**src/common/arith_pkg.sv**
```systemverilog
package arith_pkg;

  //////////////////////////////////////////////////
  // Widths
  //////////////////////////////////////////////////

  // Operand and result width of the scalar unit
  localparam int DATA_WIDTH = 32;

  //////////////////////////////////////////////////
  // Opcodes
  //////////////////////////////////////////////////

  // One bit is enough for the two functions
  typedef enum logic {
    OP_SQRT = 1'b0,
    OP_DIV  = 1'b1
  } scalar_op_t;

  //////////////////////////////////////////////////
  // Request and result words
  //////////////////////////////////////////////////

  // Request sampled in the START cycle
  // operand_a is the radicand or the dividend
  // operand_b is the divisor, don't care for sqrt
  typedef struct packed {
    scalar_op_t            op;
    logic [DATA_WIDTH-1:0] operand_a;
    logic [DATA_WIDTH-1:0] operand_b;
  } scalar_request_t;

  // Registered outcome, stable until next READY
  // Overflow marks a negative radicand
  // or a zero divisor
  typedef struct packed {
    logic [DATA_WIDTH-1:0] data;
    logic                  overflow;
  } scalar_result_t;

endpackage

```
**src/sqrt/scalar_sqrt_core.sv**
```systemverilog
`timescale 1ns/100ps

module scalar_sqrt_core #(
  parameter int DATA_SIZE = arith_pkg::DATA_WIDTH
) (
  input  logic                 CLK,
  input  logic                 RST,
  input  logic                 START,
  input  logic [DATA_SIZE-1:0] DATA_IN,
  output logic                 READY,
  output logic [DATA_SIZE-1:0] DATA_OUT,
  output logic                 OVERFLOW_OUT
);

  // One root bit per pair of radicand bits
  localparam int ROOT_W = DATA_SIZE / 2;
  // Room for the shifted remainder and trial value
  localparam int REM_W = ROOT_W + 2;
  localparam int CNT_W = $clog2(ROOT_W);
  localparam logic [CNT_W-1:0] LAST_STEP = CNT_W'(ROOT_W - 1);

  typedef enum logic [1:0] {
    ST_IDLE,
    ST_ITER,
    ST_FINISH
  } sqrt_state_t;

  //////////////////////////////////////////////////
  // Signals
  //////////////////////////////////////////////////

  // FSM and step counter
  sqrt_state_t      state;
  logic [CNT_W-1:0] step;
  logic             negative;

  // Iteration datapath
  logic [DATA_SIZE-1:0] radicand;
  logic [REM_W-1:0]     remainder;
  logic [ROOT_W-1:0]    root;

  // Next remainder candidate and trial subtrahend
  logic [REM_W-1:0] rem_shift;
  logic [REM_W-1:0] trial;
  logic             trial_fits;

  //////////////////////////////////////////////////
  // Digit step
  //////////////////////////////////////////////////

  // Bring down the top two radicand bits
  assign rem_shift  = {remainder[REM_W-3:0], radicand[DATA_SIZE-1 -: 2]};
  // Trial value 4*root + 1
  assign trial      = {root, 2'b01};
  assign trial_fits = (rem_shift >= trial);

  //////////////////////////////////////////////////
  // Control FSM
  //////////////////////////////////////////////////

  always_ff @(posedge CLK or posedge RST) begin
    if (RST) begin
      state    <= ST_IDLE;
      step     <= '0;
      negative <= 1'b0;
      READY    <= 1'b0;
    end else begin
      READY <= 1'b0;
      case (state)
        ST_IDLE: begin
          if (START) begin
            state    <= ST_ITER;
            step     <= '0;
            // Sign bit decides the overflow path
            negative <= DATA_IN[DATA_SIZE-1];
          end
        end
        ST_ITER: begin
          step <= step + 1'b1;
          if (step == LAST_STEP) begin
            state <= ST_FINISH;
          end
        end
        ST_FINISH: begin
          READY <= 1'b1;
          state <= ST_IDLE;
        end
        default: state <= ST_IDLE;
      endcase
    end
  end

  //////////////////////////////////////////////////
  // Datapath
  //////////////////////////////////////////////////

  always_ff @(posedge CLK) begin
    case (state)
      ST_IDLE: begin
        if (START) begin
          radicand  <= DATA_IN;
          remainder <= '0;
          root      <= '0;
        end
      end
      ST_ITER: begin
        // Negative input only lets the counter run
        if (!negative) begin
          radicand <= radicand << 2;
          if (trial_fits) begin
            remainder <= rem_shift - trial;
            root      <= {root[ROOT_W-2:0], 1'b1};
          end else begin
            remainder <= rem_shift;
            root      <= {root[ROOT_W-2:0], 1'b0};
          end
        end
      end
      ST_FINISH: begin
        DATA_OUT     <= negative ? '0 : {{(DATA_SIZE - ROOT_W){1'b0}}, root};
        OVERFLOW_OUT <= negative;
      end
      default: ;
    endcase
  end

  // Single-cycle strobe
  a_ready_pulse : assert property (@(posedge CLK) disable iff (RST)
    READY |=> !READY);

  // A new START mid-run neither restarts nor stalls the count
  a_start_ignored : assert property (@(posedge CLK) disable iff (RST)
    (state == ST_ITER && START) |=> (state != ST_IDLE && step == $past(step) + 1'b1));

endmodule

```
**src/divider/scalar_divider_core.sv**
```systemverilog
`timescale 1ns/100ps

module scalar_divider_core #(
  parameter int DATA_SIZE = arith_pkg::DATA_WIDTH
) (
  input  logic                 CLK,
  input  logic                 RST,
  input  logic                 START,
  input  logic [DATA_SIZE-1:0] DIVIDEND_IN,
  input  logic [DATA_SIZE-1:0] DIVISOR_IN,
  output logic                 READY,
  output logic [DATA_SIZE-1:0] DATA_OUT,
  output logic                 OVERFLOW_OUT
);

  // One quotient bit per cycle
  localparam int CNT_W = $clog2(DATA_SIZE);
  localparam logic [CNT_W-1:0] LAST_BIT = CNT_W'(DATA_SIZE - 1);

  typedef enum logic [1:0] {
    ST_IDLE,
    ST_ITER,
    ST_FINISH
  } div_state_t;

  //////////////////////////////////////////////////
  // Signals
  //////////////////////////////////////////////////

  // FSM and bit counter
  div_state_t       state;
  logic [CNT_W-1:0] bit_cnt;
  logic             div_zero;

  // Dividend shifts out on top while quotient bits shift in below
  logic [DATA_SIZE-1:0] quotient;
  logic [DATA_SIZE-1:0] remainder;
  logic [DATA_SIZE-1:0] divisor;

  // Shift-subtract step
  logic [DATA_SIZE:0]   trial;
  logic [DATA_SIZE-1:0] diff;
  logic                 trial_fits;

  //////////////////////////////////////////////////
  // Shift-subtract step
  //////////////////////////////////////////////////

  // Partial remainder with next dividend bit appended
  assign trial      = {remainder, quotient[DATA_SIZE-1]};
  assign trial_fits = (trial >= {1'b0, divisor});
  // Low bits are exact whenever the trial fits
  assign diff       = trial[DATA_SIZE-1:0] - divisor;

  //////////////////////////////////////////////////
  // Control FSM
  //////////////////////////////////////////////////

  always_ff @(posedge CLK or posedge RST) begin
    if (RST) begin
      state    <= ST_IDLE;
      bit_cnt  <= '0;
      div_zero <= 1'b0;
      READY    <= 1'b0;
    end else begin
      READY <= 1'b0;
      case (state)
        ST_IDLE: begin
          if (START) begin
            state    <= ST_ITER;
            bit_cnt  <= '0;
            div_zero <= (DIVISOR_IN == '0);
          end
        end
        ST_ITER: begin
          bit_cnt <= bit_cnt + 1'b1;
          if (bit_cnt == LAST_BIT) begin
            state <= ST_FINISH;
          end
        end
        ST_FINISH: begin
          READY <= 1'b1;
          state <= ST_IDLE;
        end
        default: state <= ST_IDLE;
      endcase
    end
  end

  //////////////////////////////////////////////////
  // Datapath
  //////////////////////////////////////////////////

  always_ff @(posedge CLK) begin
    case (state)
      ST_IDLE: begin
        if (START) begin
          quotient  <= DIVIDEND_IN;
          divisor   <= DIVISOR_IN;
          remainder <= '0;
        end
      end
      ST_ITER: begin
        // Zero divisor holds the datapath, count still runs
        if (!div_zero) begin
          quotient <= {quotient[DATA_SIZE-2:0], trial_fits};
          if (trial_fits) begin
            remainder <= diff;
          end else begin
            remainder <= trial[DATA_SIZE-1:0];
          end
        end
      end
      ST_FINISH: begin
        // Saturate on divide by zero
        DATA_OUT     <= div_zero ? '1 : quotient;
        OVERFLOW_OUT <= div_zero;
      end
      default: ;
    endcase
  end

  // Single-cycle strobe
  a_ready_pulse : assert property (@(posedge CLK) disable iff (RST)
    READY |=> !READY);

endmodule

```
**src/design/scalar_function_control.sv**
```systemverilog
`timescale 1ns/100ps

module scalar_function_control #(
  parameter int DATA_SIZE = arith_pkg::DATA_WIDTH
) (
  input  logic                      CLK,
  input  logic                      RST,
  input  logic                      START,
  input  arith_pkg::scalar_request_t REQUEST,
  input  logic                      SQRT_READY,
  input  logic [DATA_SIZE-1:0]      SQRT_DATA,
  input  logic                      SQRT_OVERFLOW,
  input  logic                      DIV_READY,
  input  logic [DATA_SIZE-1:0]      DIV_DATA,
  input  logic                      DIV_OVERFLOW,
  output logic                      SQRT_START,
  output logic                      DIV_START,
  output logic [DATA_SIZE-1:0]      OPERAND_A,
  output logic [DATA_SIZE-1:0]      OPERAND_B,
  output logic                      READY,
  output logic                      BUSY,
  output arith_pkg::scalar_result_t RESULT
);

  import arith_pkg::*;

  // Opcode of the request in flight
  scalar_op_t pending_op;
  logic       accept;
  logic       core_done;

  //////////////////////////////////////////////////
  // Dispatch
  //////////////////////////////////////////////////

  // START while busy is dropped
  assign accept     = START && !BUSY;
  assign SQRT_START = accept && (REQUEST.op == OP_SQRT);
  assign DIV_START  = accept && (REQUEST.op == OP_DIV);

  // Cores capture operands in their start cycle
  assign OPERAND_A = REQUEST.operand_a;
  assign OPERAND_B = REQUEST.operand_b;

  // Only the pending core may finish the request
  assign core_done = BUSY && ((pending_op == OP_SQRT) ? SQRT_READY : DIV_READY);

  //////////////////////////////////////////////////
  // Busy tracking and result register
  //////////////////////////////////////////////////

  always_ff @(posedge CLK or posedge RST) begin
    if (RST) begin
      BUSY       <= 1'b0;
      pending_op <= OP_SQRT;
      READY      <= 1'b0;
      RESULT     <= '0;
    end else begin
      READY <= 1'b0;
      if (accept) begin
        BUSY       <= 1'b1;
        pending_op <= REQUEST.op;
      end
      if (core_done) begin
        READY <= 1'b1;
        if (pending_op == OP_SQRT) begin
          RESULT <= '{data: SQRT_DATA, overflow: SQRT_OVERFLOW};
        end else begin
          RESULT <= '{data: DIV_DATA, overflow: DIV_OVERFLOW};
        end
      end
      // Busy covers the READY cycle too
      if (READY) begin
        BUSY <= 1'b0;
      end
    end
  end

  a_one_start : assert property (@(posedge CLK) disable iff (RST)
    !(SQRT_START && DIV_START));

  // Cores never finish without a request in flight
  a_ready_in_busy : assert property (@(posedge CLK) disable iff (RST)
    (SQRT_READY || DIV_READY) |-> BUSY);

endmodule

```
**src/design/scalar_function_unit.sv**
```systemverilog
`timescale 1ns/100ps

module scalar_function_unit (
  input  logic                      CLK,
  input  logic                      RST,
  input  logic                      START,
  input  arith_pkg::scalar_request_t REQUEST,
  output logic                      READY,
  output logic                      BUSY,
  output arith_pkg::scalar_result_t RESULT
);

  import arith_pkg::*;

  //////////////////////////////////////////////////
  // Control to cores
  //////////////////////////////////////////////////

  logic                  sqrt_start;
  logic                  div_start;
  logic [DATA_WIDTH-1:0] operand_a;
  logic [DATA_WIDTH-1:0] operand_b;

  //////////////////////////////////////////////////
  // Cores to control
  //////////////////////////////////////////////////

  logic                  sqrt_ready;
  logic [DATA_WIDTH-1:0] sqrt_data;
  logic                  sqrt_overflow;
  logic                  div_ready;
  logic [DATA_WIDTH-1:0] div_data;
  logic                  div_overflow;

  // Dispatch, merge and output register
  scalar_function_control #(
    .DATA_SIZE(DATA_WIDTH)
  ) i_control (
    .CLK          (CLK),
    .RST          (RST),
    .START        (START),
    .REQUEST      (REQUEST),
    .SQRT_READY   (sqrt_ready),
    .SQRT_DATA    (sqrt_data),
    .SQRT_OVERFLOW(sqrt_overflow),
    .DIV_READY    (div_ready),
    .DIV_DATA     (div_data),
    .DIV_OVERFLOW (div_overflow),
    .SQRT_START   (sqrt_start),
    .DIV_START    (div_start),
    .OPERAND_A    (operand_a),
    .OPERAND_B    (operand_b),
    .READY        (READY),
    .BUSY         (BUSY),
    .RESULT       (RESULT)
  );

  // Radicand is operand_a
  scalar_sqrt_core #(
    .DATA_SIZE(DATA_WIDTH)
  ) i_sqrt (
    .CLK         (CLK),
    .RST         (RST),
    .START       (sqrt_start),
    .DATA_IN     (operand_a),
    .READY       (sqrt_ready),
    .DATA_OUT    (sqrt_data),
    .OVERFLOW_OUT(sqrt_overflow)
  );

  scalar_divider_core #(
    .DATA_SIZE(DATA_WIDTH)
  ) i_div (
    .CLK         (CLK),
    .RST         (RST),
    .START       (div_start),
    .DIVIDEND_IN (operand_a),
    .DIVISOR_IN  (operand_b),
    .READY       (div_ready),
    .DATA_OUT    (div_data),
    .OVERFLOW_OUT(div_overflow)
  );

endmodule

```
**config.mk**
```make
export PLATFORM = sky130hd
export DESIGN_NAME = scalar_function_unit
export DESIGN_NICKNAME = d
export VERILOG_FILES = /design/src/common/arith_pkg.sv /design/src/sqrt/scalar_sqrt_core.sv /design/src/divider/scalar_divider_core.sv /design/src/design/scalar_function_control.sv /design/src/design/scalar_function_unit.sv
export SDC_FILE = /design/constraint.sdc
export NUM_CORES = 1
export LEC_CHECK = 0
export ABC_AREA = 1
export BUFFER_PORTS_ARGS = -buffer_cell sky130_fd_sc_hd__buf_4
export CAP_MARGIN = 25
export CORE_UTILIZATION = 40
export CTS_BUF_LIST = sky130_fd_sc_hd__clkbuf_8
export DETAILED_ROUTE_END_ITERATION = 8
export PLACE_DENSITY = 0.64
export RECOVER_POWER = 25
export SETUP_SLACK_MARGIN = 0.5
export SYNTH_ARGS = -nofsm -noshare
export SYNTH_HDL_FRONTEND = slang
export SYNTH_HIERARCHICAL = 1
export SYNTH_SLANG_ARGS = --single-unit
export TNS_END_PERCENT = 10
```
**constraint.sdc**
```tcl
create_clock -name CLK -period 15 [get_ports CLK]
set_input_delay 0.75 -clock CLK [delete_from_list [all_inputs] [get_ports CLK]]
set_output_delay 0.75 -clock CLK [all_outputs]
set_load 0.03 [all_outputs]
```
# Word-level counts from Yosys, hierarchy flattened
# Cells that the tools add are included.
[word_totals] ff_bits=279 in_bits=68 output_inout_bits=35 elab_cells=97
[classes] add_sub_neg=4 n_lt_le_gt_ge=2 eq_ne=12 n_mux=35 bitwise_logic=1 n_reduce_logical=19
[ops] cell="$mux 32" count=7
[ops] cell="$pmux 32 s2" count=3
[ops] cell="$mux 16" count=5
[ops] cell="$pmux 16 s2" count=2
[ops] cell="$ge 33x32->1" count=1
[ops] cell="$mux 33" count=1
[ops] cell="$logic_not 32->1" count=1
[ops] cell="$sub 32x32->32" count=1
[ops] cell="$ge 18x18->1" count=1
[ops] cell="$sub 16x16->16" count=1
[ops] cell="$reduce_and 2->1" count=6
[ops] cell="$pmux 5 s2" count=1
[ops] cell="$mux 2" count=4
[ops] cell="$ne 2x2->1 const B" count=4
[ops] cell="$pmux 2 s2" count=2
[ops] cell="$pmux 4 s2" count=1
[ops] cell="$mux 1" count=7
[ops] cell="$reduce_and 3->1" count=2
[ops] cell="$reduce_bool 2->1" count=3
[ops] cell="$add 5x1->5 const B" count=1
[ops] cell="$eq 5x5->1 const B" count=1
[ops] cell="$mux 5" count=1
[ops] cell="$add 4x1->4 const B" count=1
[ops] cell="$eq 2x1->1 const B" count=2
[ops] cell="other kinds (8)" count=14

# Logic depth before layout (Yosys ltp)
[depth] depth_word=5 depth_mapped=17 ltp_nobuf=15

# By module
# The synthesis kept the hierarchy.
[modules_own_cells] mod="scalar_divider_core" n_inst=1 cells_each=1049 area_per_inst_um2=8420.6 seq_area_each_um2=4098.9
[modules_own_cells] mod="scalar_sqrt_core" n_inst=1 cells_each=573 area_per_inst_um2=4906.0 seq_area_each_um2=2632.5
[modules_own_cells] mod="scalar_function_control" n_inst=1 cells_each=331 area_per_inst_um2=2381.0 seq_area_each_um2=900.9

# Least setup slack after synthesis
# Ideal clock, no wire load.
[synth_path] path_type="flip-flop to flip-flop" startpoint="reg i_div.state[1]" endpoint="reg i_div.quotient[0] (enable)" arrival_ns=5.528 required_time_ns=14.426 setup_slack_ns=8.898 stages_incl_launch_ff=6 synth_period_minus_slack_ns=6.102 path_cell_list="dfrtp_1 inv_1 nand2_1 clkbuf_1 clkbuf_1 o21ai_0"
[synth_between] elab_chain_cells=3 word_cells_on_any_way=6 cone_classes="eq/ne (3); reduce/logical (3)"
[synth_rtl] item="start, declared" line_no="scalar_divider_core.sv:31" source="div_state_t state;"
[synth_rtl] item="start signal, assigned" line_no="scalar_divider_core.sv:61" source="state <= ST_IDLE;"
[synth_rtl] item="start signal, assigned" line_no="scalar_divider_core.sv:70" source="state <= ST_ITER;"
[synth_rtl] item="start signal, assigned" line_no="scalar_divider_core.sv:78" source="state <= ST_FINISH;"
[synth_rtl] item="$eq 2x1->1 / $logic_not 2->1 (equally long branches)" line_no="scalar_divider_core.sv:95" source="case (state)"
[synth_rtl] item="$ne 2x2->1 (no source line) / $reduce_bool 2->1 (equally long branches)"
[synth_rtl] item="$reduce_and 3->1 (no source line) (*)"
[synth_rtl] item="end signal, assigned" line_no="scalar_divider_core.sv:106" source="quotient <= {quotient[DATA_SIZE-2:0], trial_fits};"
[synth_rtl] item="end, declared" line_no="scalar_divider_core.sv:36" source="logic [DATA_SIZE-1:0] quotient;"
# Every way passes the cells marked *; elsewhere a longest branch is shown, timed or not.
# A chain may end at the register's enable or synchronous reset.

# Final worst setup path
[layout_path] startpoint="reg i_sqrt.state[0]" endpoint="reg i_sqrt.remainder[9] (enable)"
[layout_between] elab_chain_cells=3 word_cells_on_any_way=6 cone_classes="eq/ne (3); reduce/logical (3)"
[layout_rtl] item="start, declared" line_no="scalar_sqrt_core.sv:33" source="sqrt_state_t state;"
[layout_rtl] item="start signal, assigned" line_no="scalar_sqrt_core.sv:63" source="state <= ST_IDLE;"
[layout_rtl] item="start signal, assigned" line_no="scalar_sqrt_core.sv:72" source="state <= ST_ITER;"
[layout_rtl] item="start signal, assigned" line_no="scalar_sqrt_core.sv:81" source="state <= ST_FINISH;"
[layout_rtl] item="$eq 2x1->1 / $logic_not 2->1 (equally long branches)" line_no="scalar_sqrt_core.sv:98" source="case (state)"
[layout_rtl] item="$ne 2x2->1 (no source line) / $reduce_bool 2->1 (equally long branches)"
[layout_rtl] item="$reduce_and 3->1 (no source line) (*)"
[layout_rtl] item="end signal, assigned" line_no="scalar_sqrt_core.sv:111" source="remainder <= rem_shift - trial;"
[layout_rtl] item="end signal, assigned" line_no="scalar_sqrt_core.sv:114" source="remainder <= rem_shift;"
[layout_rtl] item="end, declared" line_no="scalar_sqrt_core.sv:39" source="logic [REM_W-1:0] remainder;"
# Marks and branches as above.

==> impl_summary.md <==
Critical path
The worst setup path is of the reg2reg kind. The required time at the endpoint of the critical path is 15.20 ns. The endpoint class of the critical path is a register. Of all nets on the critical path, the largest fanout is 47.

The worst flop-to-flop path startpoint is i_sqrt/state[0]. The type of element launching the critical path is a register. The arrival time at the worst endpoint is 3.08 ns.

In this run the worst setup path begins at i_sqrt/state[0].

Finish
In the final design database the tool counted 2121 nets. Leaving out fill and tap cells, the most frequent cell in the layout is sky130_fd_sc_hd__nand2_1. The number of fillers in the final layout is 3813. The sequential cell area is 7630 um2.

In the final layout, the share of cells above drive strength 1 is 11.1%. The count of placed standard cells in the final layout, fillers left out is 2555. The layout overhead on the synthesized area is 10.3%. The number of antenna diodes in the final layout is 0.

Leaving out fill and tap cells, the most frequent cells in the layout are 740 x sky130_fd_sc_hd__nand2_1, 296 x sky130_fd_sc_hd__inv_1, 210 x sky130_fd_sc_hd__edfxtp_1. The combined area of the multi-input logic cells is 6130 um2. Once layout is complete, the utilization of the core stands at 44.8%.

Power and ir drop
The sequential group share of total power is 32.2%. Net switching is 45.2% of the power. The power share of the clock group is 16.8%. The maximum resistive drop on vdd is 0.0795 mV.

The ratio of total power to cell area is 238 nW/um2. The net switching power is 1860 uW. Combinational logic is responsible for 51.0% of the overall power. The leakage power is 0.00881 uW.

The internal power is 2260 uW.

Timing
The final number of hold-violating endpoints is 0. The final setup slack of the worst path is 12.12 ns. The worst-case headroom to the max-slew limit is -3.88%. Dividing the final minimum period by the clock period gives 19.2%. Setup repair after global routing left no endpoint under its margin. The minimum clock period after layout is 2.88 ns. The fmax is 347 MHz.

At the pin with the least slew margin, the transition time is 1.55 ns. The clock arrives with 0.0350 ns of skew. The final count of pins violating max slew is 44. The aggregate negative setup slack is 0 ns. The worst hold slack is 0.169 ns. The number of setup violations in the final report is 0.

Routing
The per-cell routed wire length is 14.8 um. The DRC violation count after routing is 0. In this run the remaining antenna-violating nets after routing total 0. After the first detailed-routing iteration, the DRC count stood at 994. The number of optimization iterations in the first detailed-route pass is 5. The mean number of vias per cell is 4.74. The detailed router placed 12110 vias in this run. The routed wire length is 37800 um.

Run status
The checks that failed: capacitance limit, slew limit. The run finished, with violations left.

CTS
The number of buffers added by the clock tree synthesis step is 46. The post-CTS setup-driven buffer insertion count is 0. The clock sink count is 263. The maximum clock insertion buffer count is 3.

At the later pin of the worst-skew pair, clock insertion delay measures 0.59 ns. CTS placed an instance of sky130_fd_sc_hd__clkbuf_8 at the clock tree root. In this run the number of H-tree levels came out at 2. The clock transition time at the flip-flop clock pins of the worst setup and hold paths is 0.06 ns. The CTS tree is done. In this run, post-CTS repair resized a total of 0 instances. The total of hold buffers inserted after clock tree synthesis is 0.

Placement
Including well taps, the total number of placed cells is 2467. Detailed placement ended at an HPWL of 27500 um. The quantity of I/O buffers inserted on ports is 102.

The global placement routability congestion is 0.908. The worst slack at placement is 12.11 ns.

Floorplan
From left edge to right edge, the die measures 200 um. After floorplanning, the core was divided into 72 placement rows. The height of the chip is 200 um.

For this design the top-level I/O count stands at 103. The area inside the core boundary is 38600 um2. The effective utilization at floorplan is 40.6%. The floorplan die area is 40100 um2.

Synthesis
Synthesis instantiated 47 different standard cells from the library. A synthesized cell averages 8.04 um2. In this run, synthesis inferred 210 flip-flops with an integrated enable. After synthesis, the share of flip-flops with an asynchronous set or reset is 20.2%.

The sequential cell area fraction in the yosys report is 48.6%. In the synthesized netlist the dominant register cell turns out to be sky130_fd_sc_hd__edfxtp_1. The netlist area before placement is 15700 um2. Counting every instance in the synthesized netlist gives 1953. After synthesis the netlist holds a flip-flop and latch count of 263. The Yosys step of the flow raised 6 warnings.

Job
The tool flagged a number of max-cap violations equal to 2.

Min path
The path class of the lowest-slack min-delay path is in2async.

GRT
The total global routing track utilization is 18.8%. The via count of the first global-routing pass was 11448. Entering global routing, the biggest net connects 55 pins. The total congestion overflow is 0. The first global-routing pass estimated 60400 um of wire. The number of antenna violations at the first check in global routing is 0.
## final timing paths
| check | slack (ns) | depth (start not counted) | endpoint |
|---|---|---|---|
| setup / recovery | 12.12 | 5 | i_sqrt/remainder[9] |
| hold / removal | 0.17 | 2 | i_sqrt/READY |
| setup reg to reg | 12.12 | 5 | i_sqrt/remainder[9] |
| hold reg to reg | 0.42 | 1 | i_control/BUSY |
| max in group asynchronous | 13.04 | 3 | i_control/RESULT[27] |
| min in group CLK | 0.38 | 1 | i_div/divisor[2] |
## registers in the layout, summed over array words and instances (netlist names), 2 cells and up
| name | flops |
|---|---|
| i_control/RESULT | 33 |
| i_div/DATA_OUT | 32 |
| i_div/divisor | 32 |
| i_div/quotient | 32 |
| i_div/remainder | 32 |
| i_sqrt/radicand | 32 |
| i_sqrt/DATA_OUT | 16 |
| i_sqrt/remainder | 16 |
| i_sqrt/root | 16 |
| i_div/bit_cnt | 5 |
| i_sqrt/step | 4 |
| i_div/state | 2 |
| i_sqrt/state | 2 |
## routing by layer
| metal | vias up | routed length, um | global-route usage, % |
|---|---|---|---|
| li1 | 6111 | - | - |
| met3 | 62 | 1980 | 2.68 |
| met5 | - | 0 | 0 |
| met1 | 5620 | 18300 | 26.9 |
| met4 | 0 | 919 | 5.96 |
| met2 | 317 | 16600 | 29.3 |
## stage by stage
stage	power, uW	cell area (um2)
finish	4120	17300
global route	4480	17300
CTS	4150	17400
detailed placement	3440	16400
global placement	3390	16300
floorplan	2960	15800
## logic make-up after synthesis
logic type / synth area share (%)
AO/OA/AOI/OAI: 2.79
XOR/XNOR: 1.17
adder cells (fa/ha/maj): 4.35
buffers and inverters: 12.9
flip-flops: 48.6
multiplexers: 0.0637
other: 0.0239
AND/OR/NAND/NOR: 30.1
## cell usage after synthesis (all sizes together), types with 2 or more instances
master	count	share of area, %
a21oi	30	0.96
edfxtp	210	40
nand3	87	3.0
nor4	8	0.32
dfrtp	53	8.4
o21ai	42	1.4
nand3b	32	1.5
clkbuf	25	0.60
xor2	20	1.1
nor2	198	5.4
nand2	757	19
buf	105	5.3
nand4	13	0.52
a21o	2	0.096
nor3	4	0.20
a22o	2	0.11
o31ai	2	0.096
inv	290	7.0
ha	53	4.2
and2	11	0.44
## critical path, cell delays in order (launching register included)
cell and delay [ns]:
sky130_fd_sc_hd__dfrtp_1 0.39, sky130_fd_sc_hd__nand2_2 0.31, sky130_fd_sc_hd__buf_4 0.43, sky130_fd_sc_hd__nand3_1 0.35, sky130_fd_sc_hd__o21ai_4 0.34, sky130_fd_sc_hd__buf_4 0.63
## power groups by stage
stage	logic, uW	registers (uW)	clock network (uW)
3_5_place_dp	2100	1340	0
3_3_place_gp	2060	1330	0
5_1_grt	2380	1350	743
2_1_floorplan	1560	1400	0
6_report	2100	1330	691
4_1_cts	2110	1330	712
## layout make-up
cell class | instances | share of cell area (%)
clock buffers | 60 | 4.77
inverters | 291 | 6.38
clock inverters | 26 | 0.982
multi-input cells | 1284 | 35.4
flip-flops and latches | 263 | 44.1
well taps | 518 | 3.74
repair buffers | 113 | 4.66
Power figures use the tool's default switching activity.
